`src/verilog/i2c_bus_pkg.sv`:
```
package i2c_bus_pkg;

    // what the transmitter does during one bit slot
    typedef enum logic [1:0]
    {
        OP_START   = 2'd0,
        OP_STOP    = 2'd1,
        OP_BIT     = 2'd2, // drive slot_bit
        OP_RELEASE = 2'd3  // slave owns sda
    } slot_op_t;

    // scl low in PH_0/PH_1, high in PH_2/PH_3
    typedef enum logic [1:0]
    {
        PH_0 = 2'd0,
        PH_1 = 2'd1,
        PH_2 = 2'd2,
        PH_3 = 2'd3
    } slot_phase_t;

endpackage

```
`src/verilog/i2c_bit_tx.sv`:
```
`timescale 1ns/10ps

module i2c_bit_tx (
    input  logic                     CLK,
    input  logic                     RESET,
    input  logic                     slot_run,
    input  i2c_bus_pkg::slot_op_t    slot_op,
    input  logic                     slot_bit,
    output i2c_bus_pkg::slot_phase_t phase,
    output logic                     slot_end,
    output logic                     scl,
    output logic                     sda_drive_low
);
    import i2c_bus_pkg::*;

    logic scl_high;

    // free running while slots are requested, parked in PH_0 otherwise
    always_ff @(posedge CLK)
    begin
        if (RESET)
        begin
            phase <= PH_0;
        end
        else if (slot_run)
        begin
            phase <= slot_phase_t'(phase + 2'd1);
        end
        else
        begin
            phase <= PH_0;
        end
    end

    assign slot_end = slot_run && (phase == PH_3); // sequencer loads next op here

    assign scl_high = (phase == PH_2) || (phase == PH_3);

    // bus idles with scl high
    assign scl = !slot_run || scl_high;

    // sda only ever pulled low, pad releases otherwise
    always_comb
    begin
        sda_drive_low = 1'b0;
        if (slot_run)
        begin
            case (slot_op)
                OP_START:
                begin
                    sda_drive_low = (phase == PH_3); // falls while scl high
                end
                OP_STOP:
                begin
                    sda_drive_low = (phase != PH_3); // rises while scl high
                end
                OP_BIT:
                begin
                    sda_drive_low = !slot_bit;
                end
                default:
                begin
                    sda_drive_low = 1'b0;
                end
            endcase
        end
    end

endmodule

```
`config.mk`:
```
export PLATFORM = sky130hd
export DESIGN_NAME = i2c_bit_tx
export DESIGN_NICKNAME = d
export VERILOG_FILES = /design/src/verilog/i2c_bus_pkg.sv /design/src/verilog/i2c_bit_tx.sv
export SDC_FILE = /design/constraint.sdc
export NUM_CORES = 1
export LEC_CHECK = 0
export ABC_CLOCK_PERIOD_IN_PS = 2700
export BUFFER_PORTS_ARGS = -buffer_cell sky130_fd_sc_hd__buf_4
export CORE_AREA = 2 2 39 41
export DETAILED_ROUTE_END_ITERATION = 6
export DIE_AREA = 0 0 41 43
export GPL_TIMING_DRIVEN = 0
export PLACE_DENSITY = 0.3
export SLEW_MARGIN = 10
export SYNTH_ARGS = -nofsm -noshare
export SYNTH_HDL_FRONTEND = slang
export SYNTH_SLANG_ARGS = --single-unit
```
`constraint.sdc`:
```
create_clock -name CLK -period 2.7 [get_ports CLK]
set_clock_uncertainty 0.05 [all_clocks]
set_input_delay 0.135 -clock CLK [delete_from_list [all_inputs] [get_ports CLK]]
set_output_delay 0.135 -clock CLK [all_outputs]
set_load 0.05 [all_outputs]
```
### Yosys cells after proc, flatten, opt, wreduce, memory -nomap -nowiden

Index checks and enable logic that the tools add are counted.

| word-level totals | value |
|---|---|
| flip-flop bits (word level) | 2 |
| input port bits | 6 |
| output and inout port bits | 5 |
| logic and storage cells | 17 |

| operators by class | value |
|---|---|
| add/sub/neg operators | 1 |
| equality and inequality tests | 5 |
| multiplexer cells | 2 |
| bitwise operators | 1 |
| reductions and logical operators | 7 |

Operators with widths:

| operator | number |
|---|---|
| $eq 2x2->1 const B | 3 |
| $pmux 1 s3 | 1 |
| $add 2x1->2 const B | 1 |
| $eq 2x1->1 const B | 1 |
| $logic_not 1->1 | 2 |
| $logic_not 2->1 | 1 |
| $logic_or 1x1->1 | 2 |
| $ne 2x2->1 const B | 1 |
| $reduce_or 2->1 | 1 |
| $logic_and 1x1->1 | 1 |
| $mux 1 | 1 |
| $not 1->1 | 1 |

### Depth between registers and ports, before layout

Gate-level depths: netlist of the first run.

| depth | value |
|---|---|
| depth in word-level cells | 3 |
| gate-level depth with buffers | 4 |
| gate-level depth less buffers | 4 |

### Worst setup path after synthesis of the first run

Ideal clock, no wire load.

| timing | value |
|---|---|
| kind | reg2out |
| from | register phase[0] |
| to | output port sda_drive_low |
| arrival | 2184 ps |
| data required time | 2515 ps |
| slack | 331 ps |
| stages on the path, launching flop included | 4 |
| cells stage by stage | dfxtp_1 > ha_1 > nor2_1 > o31ai_1 |

| between the ends | value |
|---|---|
| longest elaborated chain between the ends | 3 |
| elaborated cells on any way between the ends | 4 |

RTL lines:

| element | line | text |
|---|---|---|
| from (decl) | i2c_bit_tx.sv:9 | `output i2c_bus_pkg::slot_phase_t phase,` |
| from (signal assigned) | i2c_bit_tx.sv:27 | `phase <= slot_phase_t'(phase + 2'd1);` |
| $ne 2x2->1 or $eq 2x2->1 (tied branches) | i2c_bit_tx.sv:55, i2c_bit_tx.sv:51 |  |
| $pmux 1 s3 (*) | i2c_bit_tx.sv:48 | `case (slot_op)` |
| $mux 1 (*) | i2c_bit_tx.sv:46 | `if (slot_run)` |
| to (decl) | i2c_bit_tx.sv:12 | `output logic sda_drive_low` |

Mark *: on every way between the ends. The rest lies on a longest branch, timed or not.

### Worst setup path in the final report of the first run

Same ends and word-level chain as after synthesis.

==> impl_metrics.xml, run 1 <==
<?xml version="1.0" encoding="UTF-8"?>
<metrics>
  <group name="timing">
    <metric name="report.final.setup_viol" unit="">0</metric>
    <metric name="setup-tns-final" unit="ps">0</metric>
    <metric name="drv_slew" unit="">0</metric>
    <metric name="final_critical_path_setup_slack" unit="ps">909</metric>
    <metric name="grt_setup_unrepaired" unit="">false</metric>
    <metric name="transition_at_the_pin_with_the_smallest_max_transition_slack" unit="ps">199</metric>
    <metric name="slew_headroom" unit="%">86.6</metric>
    <metric name="final-hold-violation-count" unit="">0</metric>
    <metric name="fmaxAchievable" unit="MHz">558</metric>
    <metric name="period_utilization_post_route" unit="%">66.3</metric>
    <metric name="final_period_minus_worst_setup_slack" unit="ps">1790</metric>
  </group>
  <group name="cts">
    <metric name="cts-root-to-sink-buffers" unit="">2</metric>
    <metric name="insertion_delay" unit="ps">220</metric>
    <metric name="ctsRootBufferMaster" unit="">sky130_fd_sc_hd__clkbuf_4</metric>
    <metric name="clock_sink_count" unit="">2</metric>
    <metric name="cts_tree" unit="">built</metric>
    <metric name="cts_buffers" unit="">3</metric>
    <metric name="clkSlewWorstSetupHoldPaths" unit="ps">30</metric>
    <metric name="depth_of_the_cts_h_tree" unit="">1</metric>
    <metric name="cts_setup_buffers" unit="">0</metric>
    <metric name="post_cts_resized" unit="">0</metric>
    <metric name="cts_hold_repair.buffers" unit="">0</metric>
  </group>
  <group name="power">
    <metric name="power.switching_fraction" unit="%">28.7</metric>
    <metric name="clkPwrFrac" unit="%">51.1</metric>
    <metric name="p_leak" unit="nW">0.129</metric>
    <metric name="max-vdd-ir-drop" unit="mV">0.124</metric>
    <metric name="power_per_cell_area" unit="nW/um^2">519</metric>
    <metric name="share_seq_of_total_power" unit="%">25.0</metric>
    <metric name="total_internal_power" unit="W">0.0000927</metric>
    <metric name="combinationalPowerShare" unit="%">23.9</metric>
    <metric name="psw" unit="W">0.0000372</metric>
  </group>
  <group name="final_layout">
    <metric name="synthToLayoutAreaGrowth" unit="%">88.7</metric>
    <metric name="registers.top_by_ff_count" unit="">phase</metric>
    <metric name="antenna_cells" unit="">0</metric>
    <metric name="nets" unit="">39</metric>
    <metric name="largest_reg_flops" unit="">2</metric>
    <metric name="biggest_registers_after_layout" unit="">phase: 2 flops</metric>
    <metric name="ratio_of_cells_with_drive_above_1_in_the_final_layout" unit="%">48.3</metric>
    <metric name="fill_cell_total_of_the_finished_layout" unit="">149</metric>
  </group>
  <group name="worst_setup_path">
    <metric name="setup.worst_path.class" unit="">reg2out</metric>
    <metric name="worst-r2r-setup-slack" unit="ps">1800</metric>
    <metric name="worstSetupStartpointType" unit="">flip-flop</metric>
    <metric name="timing.rr.end" unit="">phase[1]$_SDFF_PP0_</metric>
    <metric name="worst-endpoint-arrival" unit="ps">1610</metric>
    <metric name="reg_to_reg_critical_path_startpoint" unit="">phase[0]$_SDFF_PP0_</metric>
    <metric name="crit_required" unit="ps">2520</metric>
    <metric name="critical_path_peak_fanout" unit="">4</metric>
    <metric name="worst_reg2reg_path_length_in_cells" unit="">3</metric>
    <metric name="crit_path_end_kind" unit="">output pin</metric>
  </group>
  <group name="synth">
    <metric name="synth-async-reset-ratio" unit="%">0</metric>
    <metric name="synthesis.nets" unit="">24</metric>
    <metric name="ys_warn_count" unit="">0</metric>
    <metric name="post-synth-top-area-fraction" unit="%">30.2</metric>
    <metric name="post-synth-top-area-cell" unit="">sky130_fd_sc_hd__dfxtp_1</metric>
    <metric name="ys_top_cells_by_count" unit="">sky130_fd_sc_hd__nor2_1, sky130_fd_sc_hd__dfxtp_1, sky130_fd_sc_hd__ha_1, sky130_fd_sc_hd__nand2b_1</metric>
    <metric name="edff_count_synth" unit="">0</metric>
    <metric name="postSynth.topFlopCell" unit="">sky130_fd_sc_hd__dfxtp_1</metric>
    <metric name="cell_area_after_technology_mapping" unit="um^2">133</metric>
    <metric name="yosys_register_bits" unit="">2</metric>
    <metric name="syn-mean-instance-area" unit="um^2">8.29</metric>
    <metric name="post-synth-top-count-cell" unit="">sky130_fd_sc_hd__nor2_1</metric>
    <metric name="synth.distinct_cells" unit="">10</metric>
    <metric name="netlist_instances" unit="">16</metric>
    <metric name="synthTopCellsByArea" unit="">sky130_fd_sc_hd__dfxtp_1, sky130_fd_sc_hd__ha_1, sky130_fd_sc_hd__nor2_1</metric>
    <metric name="synth_sequential_area_ratio" unit="%">30.2</metric>
  </group>
  <group name="place">
    <metric name="placement.io_buffers" unit="">10</metric>
    <metric name="half_perimeter_wire_length_after_placement" unit="um">287</metric>
    <metric name="pre_cts_ws" unit="ps">1140</metric>
    <metric name="gp_congestion" unit="">0.542</metric>
  </group>
  <group name="floorplan">
    <metric name="die_height" unit="um">43</metric>
    <metric name="design.die.area" unit="um^2">1760</metric>
    <metric name="std_cell_rows" unit="">14</metric>
    <metric name="core_region_area" unit="um^2">1380</metric>
    <metric name="start_util" unit="%">9.58</metric>
    <metric name="floorplan.die.width" unit="um">41</metric>
    <metric name="io-pin-count" unit="">11</metric>
  </group>
  <group name="routing">
    <metric name="drc_errors_left" unit="">0</metric>
    <metric name="routed_wirelength" unit="um">373</metric>
    <metric name="drt.antenna.violating_nets" unit="">0</metric>
    <metric name="vias" unit="">143</metric>
    <metric name="route.detailed.vias_per_inst" unit="">3.18</metric>
    <metric name="drtPass1Iterations" unit="">1</metric>
    <metric name="drt_first_iter_violations" unit="">0</metric>
    <metric name="post_drt_wl_per_cell" unit="um">8.29</metric>
  </group>
  <group name="hold_path">
    <metric name="holdCritStartpoint" unit="">RESET</metric>
    <metric name="timing.hold.worst.class" unit="">in2reg</metric>
    <metric name="whs_endpoint" unit="">phase[1]$_SDFF_PP0_</metric>
    <metric name="whs_path_depth" unit="">3</metric>
  </group>
  <group name="status">
    <metric name="status" unit="">finished clean</metric>
  </group>
  <group name="global_routing">
    <metric name="globalRouteMet3Util" unit="%">1.57</metric>
    <metric name="grt_max_degree" unit="">6</metric>
    <metric name="grt_use_met1" unit="%">5.73</metric>
    <metric name="grt.busiest_layer" unit="">met4</metric>
    <metric name="first_global_vias" unit="">156</metric>
    <metric name="antenna_violations_before_repair" unit="">0</metric>
    <metric name="global_route.usage.total" unit="%">5.01</metric>
    <metric name="grt_pass1_wl" unit="um">524</metric>
    <metric name="grt_overflow_total" unit="">0</metric>
    <metric name="gr-usage-met2" unit="%">5.31</metric>
  </group>
  <group name="flow_run">
    <metric name="max_cap_violations" unit="">0</metric>
  </group>
</metrics>
==> how the worst max path moves through the flow <==
| stage | startpoint | endpoint | slack [ps] | cells after the start |
|---|---|---|---|---|
| final | phase[0]$_SDFF_PP0_ | sda_drive_low | 910 | 4 |
| after global routing | phase[0]$_SDFF_PP0_ | sda_drive_low | 830 | 4 |
| after detailed placement | phase[0]$_SDFF_PP0_ | sda_drive_low | 1140 | 4 |
| after floorplan | phase[0]$_SDFF_PP0_ | sda_drive_low | 330 | 3 |
| after CTS | phase[0]$_SDFF_PP0_ | sda_drive_low | 890 | 4 |
| after global placement | phase[0]$_SDFF_PP0_ | sda_drive_low | 1170 | 4 |
==> per-layer routing <==
layer / vias up / part of all wire, %
li1: 79 / -
met1: 53 / 47
met2: 11 / 39
met3: 0 / 14
met4: 0 / 0
met5: - / 0
==> through the flow <==
| step | instance area, um^2 | hold WS, ps | utilization (%) | power [W] | instances |
|---|---|---|---|---|---|
| 3_5_place_dp | 228 | 358 | 16.5 | 0.0000641 | 42 |
| 2_1_floorplan | 133 | 235 | - | 0.0000512 | 16 |
| 3_3_place_gp | 228 | 356 | 16.5 | 0.0000635 | 42 |
| 5_1_grt | 250 | 152 | 18.1 | 0.000136 | 45 |
| 6_report | 250 | 126 | 18.1 | 0.000130 | 45 |
| 4_1_cts | 250 | 118 | 18.1 | 0.000135 | 45 |
==> kinds of logic after synthesis <==
group                      share of synthesized area [%]
and+or+nand+nor                                     42.4
DFF                                                 30.2
adders and majority gates                           18.9
AOI/OAI and AO/OA                                   5.66
buffers and inverters                               2.83
==> power groups by stage <==
| stage | Combinational [W] | Clock [W] | Sequential, W |
|---|---|---|---|
| 5_1_grt | 0.0000335 | 0.0000693 | 0.0000327 |
| 3_3_place_gp | 0.0000307 | 0 | 0.0000328 |
| 6_report | 0.0000310 | 0.0000664 | 0.0000325 |
| 4_1_cts | 0.0000313 | 0.0000712 | 0.0000325 |
| 3_5_place_dp | 0.0000312 | 0 | 0.0000329 |
| 2_1_floorplan | 0.0000137 | 0 | 0.0000375 |
==> cells in the final DEF, fill, tap and decap left out, drive strengths merged <==
cell type,Yosys,layout
buf,0,10
nor2,4,4
clkbuf,0,3
nand2b,2,2
ha,2,2
dfxtp,2,2
and2,2,2
inv,1,1
nand2,1,1
or4bb,1,1
o31ai,1,1
==> critical path, cell delays in order, from the launching register on <==
cell and delay [ps]:
sky130_fd_sc_hd__dfxtp_1 320, sky130_fd_sc_hd__ha_1 240, sky130_fd_sc_hd__or4bb_1 500, sky130_fd_sc_hd__o31ai_1 80
sky130_fd_sc_hd__buf_4 240
==> area by class of cell <==
class,count,area (um^2),area share (%)
Clock buffer,3,22.5,9.00
Inverter,1,3.75,1.50
Multi-Input combinational cell,13,88.8,35.5
Sequential cell,2,40.0,16.0
Tap cell,16,20.0,8.00
Timing Repair Buffer,10,75.1,30.0
Power figures use the tool's default switching activity.
==> inputs of run 2 (changes only) <==
ABC_CLOCK_PERIOD_IN_PS = 1800   (was 2700)
clock period = 1.8 ns   (was 2.7 ns; I/O delays follow)
==> impl_metrics.xml, run 2 (same netlist as run 1, synthesis figures left out) <==
<?xml version="1.0" encoding="UTF-8"?>
<metrics>
  <group name="status">
    <metric name="status" unit="">finished clean</metric>
  </group>
  <group name="floorplan">
    <metric name="design.die.area" unit="um^2">1760</metric>
    <metric name="core_region_area" unit="um^2">1380</metric>
    <metric name="std_cell_rows" unit="">14</metric>
    <metric name="floorplan.die.width" unit="um">41</metric>
    <metric name="die_height" unit="um">43</metric>
    <metric name="start_util" unit="%">9.58</metric>
    <metric name="io-pin-count" unit="">11</metric>
  </group>
  <group name="routing">
    <metric name="drtPass1Iterations" unit="">4</metric>
    <metric name="routed_wirelength" unit="um">361</metric>
    <metric name="route.detailed.vias_per_inst" unit="">3.22</metric>
    <metric name="vias" unit="">145</metric>
    <metric name="post_drt_wl_per_cell" unit="um">8.02</metric>
    <metric name="drt_first_iter_violations" unit="">4</metric>
    <metric name="drt.antenna.violating_nets" unit="">0</metric>
    <metric name="drc_errors_left" unit="">0</metric>
  </group>
  <group name="timing">
    <metric name="final_period_minus_worst_setup_slack" unit="ps">1710</metric>
    <metric name="slew_headroom" unit="%">87.3</metric>
    <metric name="grt_setup_unrepaired" unit="">false</metric>
    <metric name="final-hold-violation-count" unit="">0</metric>
    <metric name="final_critical_path_setup_slack" unit="ps">90.1</metric>
    <metric name="report.final.setup_viol" unit="">0</metric>
    <metric name="fin_worst_hold_slack" unit="ps">81.8</metric>
    <metric name="setup-tns-final" unit="ps">0</metric>
    <metric name="fmaxAchievable" unit="MHz">585</metric>
    <metric name="transition_at_the_pin_with_the_smallest_max_transition_slack" unit="ps">190</metric>
    <metric name="drv_slew" unit="">0</metric>
    <metric name="period_utilization_post_route" unit="%">95.0</metric>
  </group>
  <group name="final_layout">
    <metric name="seqCellArea" unit="um^2">40.0</metric>
    <metric name="largest_reg_flops" unit="">2</metric>
    <metric name="biggest_registers_after_layout" unit="">phase: 2 flops</metric>
    <metric name="mostFrequentLayoutCells" unit="">sky130_fd_sc_hd__buf_4, sky130_fd_sc_hd__nor2_1, sky130_fd_sc_hd__clkbuf_4</metric>
    <metric name="multi_input_comb_area" unit="um^2">105</metric>
    <metric name="nets" unit="">39</metric>
    <metric name="antenna_cells" unit="">0</metric>
    <metric name="fill_cell_total_of_the_finished_layout" unit="">153</metric>
    <metric name="synthToLayoutAreaGrowth" unit="%">104</metric>
    <metric name="layout_commonest_cell" unit="">sky130_fd_sc_hd__buf_4</metric>
    <metric name="finish.utilization" unit="%">19.5</metric>
    <metric name="ratio_of_cells_with_drive_above_1_in_the_final_layout" unit="%">55.2</metric>
    <metric name="registers.top_by_ff_count" unit="">phase</metric>
  </group>
  <group name="worst_setup_path">
    <metric name="slowest_cell_on_the_critical_path" unit="">sky130_fd_sc_hd__or4bb_1</metric>
    <metric name="crit_required" unit="ps">1660</metric>
    <metric name="worst-endpoint-arrival" unit="ps">1570</metric>
    <metric name="worst_reg2reg_path_length_in_cells" unit="">3</metric>
    <metric name="critical_path_peak_fanout" unit="">4</metric>
    <metric name="critical-path-top-delay-family" unit="">simple AND/OR/NAND/NOR gates</metric>
    <metric name="reg_to_reg_critical_path_startpoint" unit="">phase[0]$_SDFF_PP0_</metric>
    <metric name="timing.rr.end" unit="">phase[1]$_SDFF_PP0_</metric>
    <metric name="worst-r2r-setup-slack" unit="ps">860</metric>
    <metric name="worstSetupStartpointType" unit="">flip-flop</metric>
    <metric name="crit_path_end_kind" unit="">output pin</metric>
    <metric name="critical_path.cell_chain" unit="">ha_2 &gt; or4bb_1 &gt; o31ai_4 &gt; buf_6</metric>
    <metric name="worst-path-stages" unit="">4</metric>
    <metric name="setup.worst_path.class" unit="">reg2out</metric>
    <metric name="max_stage_delay" unit="ps">530</metric>
    <metric name="worstPathBufferInverterCount" unit="">1</metric>
  </group>
  <group name="hold_path">
    <metric name="holdCritStartpoint" unit="">RESET</metric>
    <metric name="whs_endpoint" unit="">phase[0]$_SDFF_PP0_</metric>
    <metric name="whs_path_depth" unit="">3</metric>
    <metric name="timing.hold.worst.class" unit="">in2reg</metric>
  </group>
  <group name="place">
    <metric name="pre_cts_ws" unit="ps">220</metric>
    <metric name="half_perimeter_wire_length_after_placement" unit="um">296</metric>
    <metric name="placement.io_buffers" unit="">10</metric>
    <metric name="gp_congestion" unit="">0.517</metric>
  </group>
  <group name="power">
    <metric name="p_leak" unit="nW">0.131</metric>
    <metric name="power_per_cell_area" unit="nW/um^2">731</metric>
    <metric name="max-vdd-ir-drop" unit="mV">0.389</metric>
  </group>
  <group name="flow_run">
    <metric name="max_cap_violations" unit="">0</metric>
  </group>
  <group name="global_routing">
    <metric name="antenna_violations_before_repair" unit="">0</metric>
    <metric name="grt_pass1_wl" unit="um">448</metric>
    <metric name="grt_max_degree" unit="">6</metric>
    <metric name="global_route.usage.total" unit="%">4.90</metric>
    <metric name="grt_overflow_total" unit="">0</metric>
    <metric name="first_global_vias" unit="">112</metric>
  </group>
  <group name="cts">
    <metric name="depth_of_the_cts_h_tree" unit="">1</metric>
    <metric name="clock_sink_count" unit="">2</metric>
    <metric name="cts_buffers" unit="">3</metric>
    <metric name="cts_tree" unit="">built</metric>
    <metric name="ctsRootBufferMaster" unit="">sky130_fd_sc_hd__clkbuf_4</metric>
    <metric name="cts_hold_repair.buffers" unit="">0</metric>
    <metric name="clkSlewWorstSetupHoldPaths" unit="ps">30</metric>
    <metric name="cts-root-to-sink-buffers" unit="">2</metric>
    <metric name="insertion_delay" unit="ps">220</metric>
  </group>
</metrics>
==> run 2: through the flow <==
stage / instance area [um^2] / instances / power (W)
floorplan: 146 / 16 / 0.0000806
detailed placement: 241 / 42 / 0.000100
CTS: 268 / 45 / 0.000203
global placement: 241 / 42 / 0.0000999
global route: 270 / 45 / 0.000211
finish: 270 / 45 / 0.000198
==> run 2: per-layer routing <==
layer,vias to the layer above,global-route usage (%),part of all wire (%)
met5,-,0,0
met4,0,6.00,0
met3,0,6.81,17
met2,11,4.06,35
met1,55,4.46,47
li1,79,-,-
==> run 2: final cells by class <==
| type | count | area share (%) |
|---|---|---|
| clock buffer | 3 | 8.33 |
| inverter | 1 | 1.39 |
| multi-input combinational | 13 | 38.9 |
| sequential | 2 | 14.8 |
| tap | 16 | 7.41 |
| timing repair buffer | 10 | 29.2 |
==> run 2: worst max-delay path by stage <==
stage	from	to	slack, ps
2_1_floorplan	phase[0]$_SDFF_PP0_	sda_drive_low	140
3_3_place_gp	phase[0]$_SDFF_PP0_	sda_drive_low	240
3_5_place_dp	phase[0]$_SDFF_PP0_	sda_drive_low	220
4_1_cts	phase[0]$_SDFF_PP0_	sda_drive_low	10
5_1_grt	phase[0]$_SDFF_PP0_	sda_drive_low	40
6_report	phase[0]$_SDFF_PP0_	sda_drive_low	90
==> run 2: power breakdown <==
| part | switching [W] | internal, W |
|---|---|---|
| Sequential | 0.00000221 | 0.0000468 |
| Clock | 0.0000235 | 0.0000734 |
| Combinational | 0.0000305 | 0.0000211 |
==> run 2: worst min-delay path, delay by kind of cell <==
family | cells | cell delay [ps]
simple gates | 2 | 140
buf+inv | 1 | 70
==> run 2: what timing repair did <==
item | CTS | global route
pin swaps | 0 | 1
setup buffers | 0 | 0
gates resized for setup | 1 | 1
endpoints found under the setup margin | 1 | 1
==> inputs of run 3 (changes only) <==
ABC_CLOCK_PERIOD_IN_PS = 1900   (was 1800)
clock period = 1.9 ns   (was 1.8 ns; I/O delays follow)
==> impl_metrics.xml, run 3 (same netlist as run 1, synthesis figures left out) <==
<?xml version="1.0" encoding="UTF-8"?>
<metrics>
  <group name="timing">
    <metric name="report.final.setup_viol" unit="">0</metric>
    <metric name="drv_slew" unit="">0</metric>
    <metric name="setup-tns-final" unit="ps">0</metric>
    <metric name="final-hold-violation-count" unit="">0</metric>
    <metric name="final_period_minus_worst_setup_slack" unit="ps">1810</metric>
    <metric name="final_critical_path_setup_slack" unit="ps">87.4</metric>
    <metric name="fmaxAchievable" unit="MHz">552</metric>
    <metric name="grt_setup_unrepaired" unit="">false</metric>
    <metric name="fin_worst_hold_slack" unit="ps">86.8</metric>
    <metric name="transition_at_the_pin_with_the_smallest_max_transition_slack" unit="ps">189</metric>
    <metric name="slew_headroom" unit="%">87.3</metric>
    <metric name="period_utilization_post_route" unit="%">95.4</metric>
  </group>
  <group name="global_routing">
    <metric name="grt_overflow_total" unit="">0</metric>
    <metric name="globalRouteMet3Util" unit="%">6.81</metric>
    <metric name="first_global_vias" unit="">112</metric>
    <metric name="gr-usage-met2" unit="%">4.06</metric>
    <metric name="global_route.usage.total" unit="%">4.90</metric>
    <metric name="grt_use_met1" unit="%">4.46</metric>
    <metric name="grt.busiest_layer" unit="">met3</metric>
    <metric name="grt_pass1_wl" unit="um">448</metric>
    <metric name="antenna_violations_before_repair" unit="">0</metric>
    <metric name="grt_max_degree" unit="">6</metric>
  </group>
  <group name="cts">
    <metric name="ctsRootBufferMaster" unit="">sky130_fd_sc_hd__clkbuf_4</metric>
    <metric name="cts_hold_repair.buffers" unit="">0</metric>
    <metric name="insertion_delay" unit="ps">220</metric>
    <metric name="clkSlewWorstSetupHoldPaths" unit="ps">30</metric>
    <metric name="cts_setup_buffers" unit="">0</metric>
    <metric name="clock_sink_count" unit="">2</metric>
    <metric name="cts_tree" unit="">built</metric>
    <metric name="post_cts_resized" unit="">0</metric>
    <metric name="depth_of_the_cts_h_tree" unit="">1</metric>
    <metric name="cts-root-to-sink-buffers" unit="">2</metric>
    <metric name="cts_buffers" unit="">3</metric>
  </group>
  <group name="power">
    <metric name="total_internal_power" unit="W">0.000133</metric>
    <metric name="max-vdd-ir-drop" unit="mV">0.369</metric>
    <metric name="share_seq_of_total_power" unit="%">25.0</metric>
    <metric name="psw" unit="W">0.0000529</metric>
    <metric name="power.switching_fraction" unit="%">28.5</metric>
    <metric name="clkPwrFrac" unit="%">49.4</metric>
    <metric name="p_leak" unit="nW">0.132</metric>
    <metric name="combinationalPowerShare" unit="%">25.6</metric>
    <metric name="power_per_cell_area" unit="nW/um^2">704</metric>
  </group>
  <group name="worst_setup_path">
    <metric name="setup.worst_path.class" unit="">reg2out</metric>
    <metric name="worst-endpoint-arrival" unit="ps">1670</metric>
    <metric name="worstSetupStartpointType" unit="">flip-flop</metric>
    <metric name="crit_path_end_kind" unit="">output pin</metric>
    <metric name="crit_required" unit="ps">1750</metric>
    <metric name="critical_path_peak_fanout" unit="">4</metric>
  </group>
  <group name="floorplan">
    <metric name="design.die.area" unit="um^2">1760</metric>
    <metric name="io-pin-count" unit="">11</metric>
    <metric name="die_height" unit="um">43</metric>
    <metric name="std_cell_rows" unit="">14</metric>
    <metric name="core_region_area" unit="um^2">1380</metric>
    <metric name="start_util" unit="%">9.58</metric>
    <metric name="floorplan.die.width" unit="um">41</metric>
  </group>
  <group name="routing">
    <metric name="post_drt_wl_per_cell" unit="um">8.09</metric>
    <metric name="drtPass1Iterations" unit="">4</metric>
    <metric name="drt_first_iter_violations" unit="">4</metric>
    <metric name="route.detailed.vias_per_inst" unit="">3.16</metric>
    <metric name="drt.antenna.violating_nets" unit="">0</metric>
    <metric name="routed_wirelength" unit="um">364</metric>
    <metric name="vias" unit="">142</metric>
    <metric name="drc_errors_left" unit="">0</metric>
  </group>
  <group name="final_layout">
    <metric name="registers.top_by_ff_count" unit="">phase</metric>
    <metric name="ratio_of_cells_with_drive_above_1_in_the_final_layout" unit="%">51.7</metric>
    <metric name="largest_reg_flops" unit="">2</metric>
    <metric name="antenna_cells" unit="">0</metric>
    <metric name="layout_commonest_cell" unit="">sky130_fd_sc_hd__buf_4</metric>
    <metric name="synthToLayoutAreaGrowth" unit="%">99.1</metric>
    <metric name="biggest_registers_after_layout" unit="">phase: 2 flops</metric>
    <metric name="fill_cell_total_of_the_finished_layout" unit="">155</metric>
    <metric name="mostFrequentLayoutCells" unit="">sky130_fd_sc_hd__buf_4, sky130_fd_sc_hd__nor2_1, sky130_fd_sc_hd__clkbuf_4</metric>
    <metric name="nets" unit="">39</metric>
  </group>
  <group name="hold_path">
    <metric name="timing.hold.worst.class" unit="">in2reg</metric>
  </group>
  <group name="flow_run">
    <metric name="max_cap_violations" unit="">0</metric>
  </group>
  <group name="place">
    <metric name="half_perimeter_wire_length_after_placement" unit="um">296</metric>
    <metric name="placement.io_buffers" unit="">10</metric>
    <metric name="gp_congestion" unit="">0.517</metric>
    <metric name="pre_cts_ws" unit="ps">315</metric>
  </group>
  <group name="status">
    <metric name="status" unit="">finished clean</metric>
  </group>
</metrics>
-- run 3: cell counts in the layout (fill, tap and decap cells not counted) --
No cell type changed its count.
-- run 3: area by class of cell --
cell class,instances,area [um^2],area share [%]
inverters,1,3.75,1.42
multi-input cells,13,103,38.9
clock buffers,3,22.5,8.53
flip-flops and latches,2,40.0,15.2
repair buffers,10,75.1,28.4
well taps,16,20.0,7.58
-- run 3: layer usage --
layer	routed length [um]	vias to the layer above
met5	0	-
met4	0	0
met3	62	0
met2	124	11
met1	177	52
li1	-	79
-- run 3: final timing paths --
| path | from | end | slack (ps) | cells after the start |
|---|---|---|---|---|
| hold / removal | RESET | phase[0]$_SDFF_PP0_ | 90 | 3 |
| setup / recovery | phase[0]$_SDFF_PP0_ | sda_drive_low | 90 | 4 |
| hold reg to reg | phase[0]$_SDFF_PP0_ | phase[0]$_SDFF_PP0_ | 410 | 1 |
| setup reg to reg | phase[0]$_SDFF_PP0_ | phase[1]$_SDFF_PP0_ | 970 | 3 |
-- run 3: per-stage QoR --
stage,util [%],power [W],instance area (um^2),instances
2_1_floorplan,-,0.0000763,146,16
3_3_place_gp,17.5,0.0000946,241,42
3_5_place_dp,17.5,0.0000949,241,42
4_1_cts,19.1,0.000192,264,45
5_1_grt,19.1,0.000199,264,45
6_report,19.1,0.000186,264,45
-- run 3: power by group through the flow --
| stage | sequential [W] | combinational (W) | clock, W |
|---|---|---|---|
| CTS | 0.0000464 | 0.0000482 | 0.0000970 |
| floorplan | 0.0000533 | 0.0000230 | 0 |
| finish | 0.0000464 | 0.0000476 | 0.0000918 |
| global placement | 0.0000468 | 0.0000478 | 0 |
| detailed placement | 0.0000468 | 0.0000481 | 0 |
| global route | 0.0000466 | 0.0000507 | 0.000101 |
-- run 3: worst max-delay path, cell delays in order (launching register included) --
cell and delay, ps:
sky130_fd_sc_hd__dfxtp_1 330, sky130_fd_sc_hd__ha_1 250, sky130_fd_sc_hd__or4bb_1 570, sky130_fd_sc_hd__o31ai_4 80
sky130_fd_sc_hd__buf_4 220
